File: src/hdl/l1d_pkg.sv
`default_nettype none

package l1d_pkg;

    localparam int addr_w         = 32;
    localparam int word_w         = 32;
    localparam int words_per_line = 4;

    // word select within a line, byte bits below it are dropped
    localparam int offset_w   = $clog2(words_per_line);
    localparam int byte_off_w = 2;

    localparam int line_w = words_per_line * word_w;

    typedef logic [word_w-1:0] word_t;
    typedef logic [line_w-1:0] line_t;

    // processor request, one word
    typedef struct packed {
        logic              write;
        logic [addr_w-1:0] addr;
        word_t             wdata;
    } cpu_req_t;

    // L2 request, whole line
    typedef struct packed {
        logic              write;
        logic [addr_w-1:0] addr;   // in-line bits cleared
    } mem_req_t;

    typedef enum logic [1:0]
    {
        st_idle,
        st_compare,
        st_write_back,
        st_allocate
    } ctrl_state_t;

endpackage

`default_nettype wire

File: src/hdl/l1d_cache.sv
`timescale 1ns/1ps
`default_nettype none

module l1d_cache #(
    parameter int sets_log2 = 3
) (
    input  logic                clk,
    input  logic                nrst,
    input  logic                req_valid,
    input  l1d_pkg::cpu_req_t   req,
    input  logic                flush,
    output logic                busy,
    output logic                resp_valid,
    output l1d_pkg::word_t      resp_rdata,
    output logic                mem_req_valid,
    output l1d_pkg::mem_req_t   mem_req,
    output l1d_pkg::line_t      mem_wline,
    input  logic                mem_ready,
    input  l1d_pkg::line_t      mem_rline
);
    import l1d_pkg::*;

    // controller to data array
    logic [sets_log2-1:0] set_idx;
    logic                 way_sel;
    logic [offset_w-1:0]  word_sel;
    logic                 refill;
    logic                 update;
    word_t                wdata;

    l1d_tag_ctrl #(
        .sets_log2     (sets_log2)
    ) u_tag_ctrl (
        .clk           (clk),
        .nrst          (nrst),
        .req_valid     (req_valid),
        .req           (req),
        .flush         (flush),
        .mem_ready     (mem_ready),
        .busy          (busy),
        .resp_valid    (resp_valid),
        .mem_req_valid (mem_req_valid),
        .mem_req       (mem_req),
        .set_idx       (set_idx),
        .way_sel       (way_sel),
        .word_sel      (word_sel),
        .refill        (refill),
        .update        (update),
        .wdata         (wdata)
    );

    l1d_data_array #(
        .sets_log2   (sets_log2)
    ) u_data_array (
        .clk         (clk),
        .set_idx     (set_idx),
        .way_sel     (way_sel),
        .word_sel    (word_sel),
        .refill      (refill),
        .rline       (mem_rline),   // refill straight from L2
        .update      (update),
        .wdata       (wdata),
        .rdata       (resp_rdata),
        .victim_line (mem_wline)
    );

endmodule

`default_nettype wire

File: src/hdl/l1d_data_array.sv
`timescale 1ns/1ps
`default_nettype none

module l1d_data_array #(
    parameter int sets_log2 = 3
) (
    input  logic                           clk,
    input  logic [sets_log2-1:0]           set_idx,
    input  logic                           way_sel,
    input  logic [l1d_pkg::offset_w-1:0]   word_sel,
    input  logic                           refill,
    input  l1d_pkg::line_t                 rline,
    input  logic                           update,
    input  l1d_pkg::word_t                 wdata,
    output l1d_pkg::word_t                 rdata,
    output l1d_pkg::line_t                 victim_line
);
    import l1d_pkg::*;

    localparam int num_sets = 1 << sets_log2;

    // two ways of line storage
    line_t lines [2][num_sets];

    always_ff @(posedge clk)
    begin
        if (refill)
            lines[way_sel][set_idx] <= rline;   // whole line from L2
        else if (update)
            lines[way_sel][set_idx][word_sel*word_w +: word_w] <= wdata;
    end

    // addressed entry, read without a clock
    assign victim_line = lines[way_sel][set_idx];
    assign rdata       = victim_line[word_sel*word_w +: word_w];

endmodule

`default_nettype wire

File: src/hdl/l1d_tag_ctrl.sv
`timescale 1ns/1ps
`default_nettype none

module l1d_tag_ctrl #(
    parameter int sets_log2 = 3
) (
    input  logic                           clk,
    input  logic                           nrst,
    input  logic                           req_valid,
    input  l1d_pkg::cpu_req_t              req,
    input  logic                           flush,
    input  logic                           mem_ready,
    output logic                           busy,
    output logic                           resp_valid,
    output logic                           mem_req_valid,
    output l1d_pkg::mem_req_t              mem_req,
    output logic [sets_log2-1:0]           set_idx,
    output logic                           way_sel,
    output logic [l1d_pkg::offset_w-1:0]   word_sel,
    output logic                           refill,
    output logic                           update,
    output l1d_pkg::word_t                 wdata
);
    import l1d_pkg::*;

    localparam int num_sets = 1 << sets_log2;
    localparam int tag_w    = addr_w - sets_log2 - offset_w - byte_off_w;
    localparam int set_lsb  = byte_off_w + offset_w;

    ctrl_state_t state;
    ctrl_state_t next_state;

    cpu_req_t req_q;

    logic [tag_w-1:0] tag_mem [2][num_sets];
    logic [1:0][num_sets-1:0] valid_q;
    logic [1:0][num_sets-1:0] dirty_q;
    logic [num_sets-1:0] lru_q;   // way to replace next
    logic way_q;

    logic [tag_w-1:0]     req_tag;
    logic [sets_log2-1:0] set_q;
    logic [1:0]           tag_hit;
    logic                 hit;
    logic                 hit_way;
    logic                 victim;
    logic                 victim_dirty;
    logic                 cmp_way;

    assign req_tag = req_q.addr[addr_w-1 -: tag_w];
    assign set_q   = req_q.addr[set_lsb +: sets_log2];

    // tag match on both ways
    assign tag_hit[0] = valid_q[0][set_q] && (tag_mem[0][set_q] == req_tag);
    assign tag_hit[1] = valid_q[1][set_q] && (tag_mem[1][set_q] == req_tag);
    assign hit        = |tag_hit;
    assign hit_way    = tag_hit[1];

    // invalid way 0, then invalid way 1, else LRU
    always_comb
    begin
        if (!valid_q[0][set_q])
            victim = 1'b0;
        else if (!valid_q[1][set_q])
            victim = 1'b1;
        else
            victim = lru_q[set_q];
    end

    assign victim_dirty = valid_q[victim][set_q] && dirty_q[victim][set_q];
    assign cmp_way      = hit ? hit_way : victim;

    always_comb
    begin
        next_state = state;
        unique case (state)
            st_idle:       if (req_valid) next_state = st_compare;
            st_compare:
            begin
                if (hit)
                    next_state = st_idle;
                else if (victim_dirty)
                    next_state = st_write_back;
                else
                    next_state = st_allocate;
            end
            st_write_back: if (mem_ready) next_state = st_allocate;
            st_allocate:   if (mem_ready) next_state = st_compare;
            default:       next_state = st_idle;
        endcase
    end

    always_ff @(posedge clk or negedge nrst)
    begin
        if (!nrst)
        begin
            state         <= st_idle;
            resp_valid    <= 1'b0;
            mem_req_valid <= 1'b0;
            way_q         <= 1'b0;
            lru_q         <= '0;
        end
        else
        begin
            state         <= next_state;
            resp_valid    <= (state == st_compare) && hit;
            // one strobe on entry to write-back or allocate
            mem_req_valid <= ((state == st_compare) && !hit) ||
                             ((state == st_write_back) && mem_ready);
            if (state == st_compare)
            begin
                way_q <= cmp_way;
                if (hit)
                    lru_q[set_q] <= ~hit_way;
            end
        end
    end

    always_ff @(posedge clk or negedge nrst)
    begin
        if (!nrst)
        begin
            valid_q <= '0;
            dirty_q <= '0;
        end
        else if ((state == st_idle) && flush)
        begin
            valid_q <= '0;   // dirty data dropped
            dirty_q <= '0;
        end
        else if (refill)
        begin
            valid_q[way_q][set_q] <= 1'b1;
            dirty_q[way_q][set_q] <= 1'b0;
        end
        else if (update)
            dirty_q[hit_way][set_q] <= 1'b1;
    end

    always_ff @(posedge clk)
    begin
        if ((state == st_idle) && req_valid)
            req_q <= req;
        if (refill)
            tag_mem[way_q][set_q] <= req_tag;
    end

    assign busy   = (state != st_idle);
    assign refill = (state == st_allocate) && mem_ready;
    assign update = (state == st_compare) && hit && req_q.write;

    // write-back uses the victim's stored tag
    assign mem_req.write = (state == st_write_back);
    assign mem_req.addr  = {(state == st_write_back) ? tag_mem[way_q][set_q] : req_tag,
                            set_q, {set_lsb{1'b0}}};

    assign set_idx  = set_q;
    assign way_sel  = (state == st_compare) ? cmp_way : way_q;
    assign word_sel = req_q.addr[byte_off_w +: offset_w];
    assign wdata    = req_q.wdata;

endmodule

`default_nettype wire

File: config.mk
export PLATFORM = sky130hd
export DESIGN_NAME = l1d_cache
export DESIGN_NICKNAME = d
export VERILOG_FILES = /design/src/hdl/l1d_pkg.sv /design/src/hdl/l1d_cache.sv /design/src/hdl/l1d_data_array.sv /design/src/hdl/l1d_tag_ctrl.sv
export SDC_FILE = /design/constraint.sdc
export NUM_CORES = 2
export LEC_CHECK = 0
export BUFFER_PORTS_ARGS = -buffer_cell sky130_fd_sc_hd__buf_4
export CAP_MARGIN = 20
export CORE_MARGIN = 4
export CORE_UTILIZATION = 46
export DETAILED_ROUTE_END_ITERATION = 8
export PLACE_DENSITY = 0.61
export SKIP_LAST_GASP = 1
export SYNTH_ARGS = -nofsm -noshare
export SYNTH_HDL_FRONTEND = slang
export SYNTH_SLANG_ARGS = --single-unit
File: constraint.sdc
create_clock -name clk -period 9.5 [get_ports clk]
set_input_delay 1.9 -clock clk [delete_from_list [all_inputs] [get_ports clk]]
set_output_delay 1.9 -clock clk [all_outputs]
set_load 0.1 [all_outputs]
Word level (Yosys, flattened, before mapping)
Memory sizes are Yosys's and may differ from the RTL's.
Cells that the tools add are included.

operators by class
  add/sub/neg operators = 1
  multipliers = 0
  divide/modulo/power cells = 0
  magnitude comparators = 9
  eq/ne operators = 8
  shifts and indexed selects = 3
  muxes and demuxes = 1085
  bitwise gates (word level) = 1030
  reductions and logical operators = 23

operators by type and width
  operator                   count
  $mux 1024                  2
  $mux 1                     1038
  $or 1x1->1                 1024
  $demux 128 s3              2
  $mux 128                   4
  $bmux 128 s3               1
  $bmux 25 s3                3
  $mux 200                   1
  $mux 25                    8
  $shift 32x34->128 const A  1
  $shiftx 128x8->32          1
  $shiftx 32x34->128         1
  $mux 16                    5
  $demux 25 s3               1
  $eq 25x25->1               2
  $mux 8                     6
  $neg 7->34                 1
  $or 16x16->16              2
  $and 16x16->16             1
  $demux 8 s1                2
  $not 16->16                1
  $bmux 1 s3                 5
  $logic_and 1x1->1          14
  $bwmux 8                   1
  23 further kinds           32

word-level totals
  bits in registers = 110
  bits in latches = 0
  bits in writable memories = 2448
  ROM bits = 0
  bits of input ports = 198
  memories = 2

memory list
  name                depth  bits a word  rd ports  clocked after Yosys merged registers in  write ports  line                  RTL
  u_data_array.lines  2      1024         1         0                                        1            l1d_data_array.sv:23  line_t lines [2][num_sets];
  u_tag_ctrl.tag_mem  2      200          3         0                                        1            l1d_tag_ctrl.sv:35    logic [tag_w-1:0] tag_mem [2][num_sets];

Logic depth before layout (Yosys ltp)
  depth after elaboration = 14
  depth in mapped cells = 24
  gate-level depth less buffers = 14

By module
Synthesis repeated with hierarchy kept, for this count alone.

second synthesis, totals
  cells, all modules = 7404
  area, all modules = 112939.6 µm²

by module, submodules not included
  module          instances  cells each  area an instance (µm²)  sequential area each (µm²)
  l1d_data_array  1          6050        89120.5                 61499.0
  l1d_tag_ctrl    1          1354        23819.1                 15029.4

Worst setup path after synthesis
No wires, ideal clock.

  path kind = flip-flop to output port
  from = register u_tag_ctrl.req_q, in the netlist u_tag_ctrl.mem_req[6]
  to = output resp_rdata[13]
  arrival time = 6.879 ns
  path slack = 0.721 ns
  cell stages (with the launch flop) = 23
  buffers on the path = 9
  path through = edfxtp_1 buf_4 buf_2 buf_2 buf_2 mux4_2 mux2i_1 xor2_1 nand2_1 nor4b_2 nand4_1 a211o_1 buf_4 nand2_4 buf_6 buf_8 buf_4 buf_4 mux2i_1 o22ai_1 or4_1 nor2_1 o32ai_1

on the way
  word-level cells in the longest chain between the ends = 14
  elaborated cells between the ends (all ways) = 27

ends and longest elaborated chain
  item                                             line                                                          RTL
  start: declaration                               l1d_tag_ctrl.sv:33                                            cpu_req_t req_q;
  start signal: assignment                         l1d_tag_ctrl.sv:143                                           req_q <= req;
  $not 3->4 (not written as such)                  l1d_data_array.sv:34, l1d_tag_ctrl.sv:54, l1d_tag_ctrl.sv:55
  $bmux 25 s3, on equally long branches            l1d_tag_ctrl.sv:55, l1d_tag_ctrl.sv:54
  $mux 25, on equally long branches (2 in a row)   l1d_tag_ctrl.sv:55, l1d_tag_ctrl.sv:54
  $eq 25x25->1, on equally long branches           l1d_tag_ctrl.sv:55, l1d_tag_ctrl.sv:54
  $logic_and 1x1->1, on equally long branches      l1d_tag_ctrl.sv:55, l1d_tag_ctrl.sv:54
  $reduce_or 2->1                                  l1d_tag_ctrl.sv:56                                            assign hit = |tag_hit;
  $mux 1                                           l1d_tag_ctrl.sv:71                                            assign cmp_way = hit ? hit_way : victim;
  $mux 1                                           l1d_tag_ctrl.sv:158                                           assign way_sel = (state == st_compare) ? cmp_way : way_q;
  $mem_v2 2x1024                                   --
  $bmux 128 s3 (*)                                 l1d_data_array.sv:34                                          assign victim_line = lines[way_sel][set_idx];
  $mux 128 (not written as such) (*) (2 in a row)  l1d_data_array.sv:34
  named net mem_wline[13]                          l1d_cache.sv:17                                               output l1d_pkg::line_t mem_wline,
  $shiftx 128x8->32 (*)                            l1d_data_array.sv:35                                          assign rdata = victim_line[word_sel*word_w +: word_w];
  end: declaration                                 l1d_cache.sv:14                                               output l1d_pkg::word_t resp_rdata,

Mark *: on every way through the listed nets, which the timed path passes. The rest lies on a longest branch. The select of a mux whose other input is x is not followed.

Worst setup path after layout
  from = register u_tag_ctrl.req_q, in the netlist u_tag_ctrl.mem_req[4]
  to = output resp_rdata[15]

on the way
  word-level cells in the longest chain between the ends = 14
  elaborated cells between the ends (all ways) = 27

ends and longest elaborated chain
  item                                             line
  $not 3->4 (not written as such)                  l1d_data_array.sv:34, l1d_tag_ctrl.sv:54, l1d_tag_ctrl.sv:55
  $bmux 25 s3, on equally long branches            l1d_tag_ctrl.sv:55, l1d_tag_ctrl.sv:54
  $mux 25, on equally long branches (2 in a row)   l1d_tag_ctrl.sv:55, l1d_tag_ctrl.sv:54
  $eq 25x25->1, on equally long branches           l1d_tag_ctrl.sv:55, l1d_tag_ctrl.sv:54
  $logic_and 1x1->1, on equally long branches      l1d_tag_ctrl.sv:55, l1d_tag_ctrl.sv:54
  $reduce_or 2->1                                  l1d_tag_ctrl.sv:56
  $mux 1                                           l1d_tag_ctrl.sv:71
  $mux 1                                           l1d_tag_ctrl.sv:158
  $mem_v2 2x1024                                   --
  $bmux 128 s3 (*)                                 l1d_data_array.sv:34
  $mux 128 (not written as such) (*) (2 in a row)  l1d_data_array.sv:34
  $shiftx 128x8->32 (*)                            l1d_data_array.sv:35

Every way passes the cells marked *; elsewhere a longest branch is shown, timed or not. The select of a mux whose other input is x is not followed.

==> metrics.md <==
| Metric | Value |
|---|---|
| Status | `completed` |
| Post-CTS Hold Buffers | `0` |
| Synth Register Bits | `2556` |
| Worst Skew | `approximately 85 ps` |
| Yosys warning total | `0` |
| Die width | `500 um` |
| Worst-Margin Slew | `roughly 1300 ps` |
| Synth cell types | `86` |
| Detail Route Antenna Nets | `0` |
| Synth Flop Type | `edfxtp_1` |
| EDFF count, synth | `2511` |
| Die area | `250000 um2` |
| Num rows | `180` |
| First-pass GRT wire length | `547 mm` |
| Via density | `roughly 6.3` |
| Placer congestion estimate | `0.888` |
| Core Util, Final | `53.1%` |
| FILL cells | `19900` |
| Die H | `roughly 500 um` |
| Detail Placement HPWL | `240 mm` |
| Max Freq | `~110 MHz` |
| Final Max Tran Viols | `0` |
| Final TNS setup | `0 ps` |
| Port bufs | `approximately 390` |
| Hold Worst Slack | `524 ps` |
| Final period utilization | `99.6%` |
| Antenna violations before repair | `75` |
| Count leader, synth | `edfxtp_1` |
| Startpoint types | `flop` |
| Reg clk slew, reported paths | `60 ps` |
| Syn Area/Cell | `13.6 um2` |
| Hold crit path type | `flop to flop` |
| Register area | `76500 um2` |
| Area grow syn2layout | `14.8%` |
| CTS tree | `built` |
| Setup violators final | `0` |
| CTS Root Cell | `clkbuf_16` |
| Synth area leaders | `edfxtp_1 68%, mux2i_1 7.0%, nand2_1 5.0%, o21ai_0 5.0%, mux4_2 3.4%` |
| Routed vias | `75800` |
| Peak supply drop | `between 0.0004 and 0.0005 V` |
| Pin count of the biggest net entering global routing | `65` |
| Layout cells sized above 1 | `17.3%` |
| Final Hold Violating Endpoints | `0` |
| Area share of the largest cell type after synthesis | `between 60 and 70%` |
| Ports | `roughly 390` |
| Required time worst endpoint | `approximately 7600 ps` |
| Max-cap violations | `0` |
| Multi-input logic area | `32400 um2` |
| Crit Path Class | `flop to output port` |
| Gate Count Post-Synth | `8159` |
| Top post-synthesis cells by count | `2511 x edfxtp_1, 1475 x nand2_1, 1106 x o21ai_0` |
| Max_slew headroom | `a little under an eighth` |
| Initial core utilization | `46.3%` |
| DR iter-0 viols | `around 11000` |
| Clk sinks | `approximately 2600` |
| Reg2reg path depth | `14` |
| H-tree depth | `5` |
| Power per standard cell area | `285 nW/um2` |
| P_leak | `47.1 nW` |
| Core footprint | `241000 um2` |
| CTS Buf Count | `287` |
| Number of global-route vias before repair | `72300` |
| Crit path time final | `9460 ps` |
| Total gr overflow | `0` |
| Most area-hungry cell type in the Yosys netlist | `edfxtp_1` |
| Seq/Total Area, Yosys | `68.8%` |
| Crit. End Element | `output port` |
| GRT Total Usage | `approximately 31%` |
| Max Buffers Root-to-Sink | `4` |
| Clk_lat worst skew | `940 ps` |
| RSZ-0062 raised after global routing | `no` |
| Async SR Flop Fraction | `1.76%` |
| Final wirelength | `399 mm` |
| Nets | `between 8000 and 9000` |
| CP Max Fanout | `31` |
| Pre-antenna DRT Iters | `8` |
| DR WL/cell | `approximately 33 um` |
| WHS Path Cells | `2` |
| WP data arrival | `7560 ps` |
| Synth Cell Area | `111000 um2` |
| Drt drc | `0` |
[per-stage QoR]
step                instance area, um2  power [W]  instances  setup WS, ps
finish                          128000     0.0365      12000          39.9
CTS                             127000     0.0363      11900          29.8
global route                    128000     0.0373      11900          14.9
detailed placement              119000     0.0260      11400           732
global placement                119000     0.0259      11400           801
floorplan                       111000     0.0219       8162           721
[per-layer routing]
metal	track usage, %	share of wire [%]	vias to the layer above
met2	46.7	45	5010
met4	19.2	6.7	38
met1	40.0	36	37900
met5	0	0.059	-
met3	8.58	12	1030
li1	-	-	31900
[worst max-delay path: stages, from the launching register on]
cell       delay, ps
edfxtp_1         540
clkbuf_16        320
buf_4            370
nand2b_1         380
o22ai_1          390
nor3_1            80
nor3_1           540
and4_1           310
and3_1           210
a211o_2          280
nand2_8          260
inv_6            410
buf_4            330
buf_4            360
nand2_1          100
a21oi_1          130
or4_1            460
o22ai_1          160
nor2_1           570
buf_4            410
[worst paths after layout]
| kind | startpoint | end | slack [ps] |
|---|---|---|---|
| setup / recovery | u_tag_ctrl.mem_req[4] | resp_rdata[15] | 40 |
| hold / removal | u_tag_ctrl.lru_q[3] | u_tag_ctrl.lru_q[3] | 520 |
| setup reg to reg | u_tag_ctrl.mem_req[4] | u_data_array.lines[1][816] | 2710 |
| hold reg to reg | u_tag_ctrl.lru_q[3] | u_tag_ctrl.lru_q[3] | 520 |
| max in group asynchronous | nrst | u_tag_ctrl.way_q | 7990 |
| min in group asynchronous | nrst | u_tag_ctrl.resp_valid | 1010 |
[cell usage in the layout, fill, tap and decap left out, types with 20 or more instances in the layout]
cell	instances
nor3_1	39
a22oi_1	30
nor2_1	102
edfxtp_1	2511
clkbuf_1	76
diode_2	63
dfrtp_1	44
clkbuf_16	294
nand2_2	36
clkinv_2	36
o22ai_1	362
o21ai_0	1106
mux2i_1	776
clkinv_1	54
nor4_1	20
nand2_1	1432
nand3_1	64
nor3_2	67
a22o_1	22
mux2_2	52
mux4_2	166
buf_4	692
a21oi_1	194
or4_1	90
buf_12	36
[repair_timing]
| item | 4_1_cts | 5_1_grt |
|---|---|---|
| cloned | 1 | 3 |
| gates resized for setup | 9 | 11 |
| pin swaps | 0 | 1 |
| endpoints found under the setup margin | 12 | 29 |
| buffers inserted | 4 | 8 |
[layout make-up]
cell class	instances	share of cell area, %
multi-input cells	4903	25.3
clock buffers	370	5.96
inverters	21	0.0656
flip-flops and latches	2556	59.9
clock inverters	117	0.706
diodes	63	0.123
well taps	3185	3.12
repair buffers	742	4.82
[registers in the layout (all words and copies together) (netlist names)]
name / cells
u_tag_ctrl.resp_valid: 1
u_tag_ctrl.wdata: 32
u_data_array.lines: 2048
u_tag_ctrl.valid_q: 16
u_tag_ctrl.way_q: 1
u_tag_ctrl.mem_req: 3
u_tag_ctrl.dirty_q: 16
u_tag_ctrl.mem_req_valid: 1
u_tag_ctrl.word_sel: 2
u_tag_ctrl.tag_mem: 400
u_tag_ctrl.req_q: 26
u_tag_ctrl.state: 2
u_tag_ctrl.lru_q: 8
[report_power, final]
part	total, W	switching, W	internal [W]
combinational	0.0131	0.00930	0.00376
sequential	0.0130	0.000306	0.0127
clock	0.0104	0.00442	0.00599
total	0.0365	0.0140	0.0225
[kinds of logic after synthesis]
family	share of synthesized area [%]
DFF	68.8
and+or+nand+nor	7.49
AOI/OAI and AO/OA	9.49
muxes	11.0
buffers and inverters	2.88
xor gates and xnor gates	0.260
adders and majority gates	0.101
other	0.00337
Power figures use the tool's default switching activity.
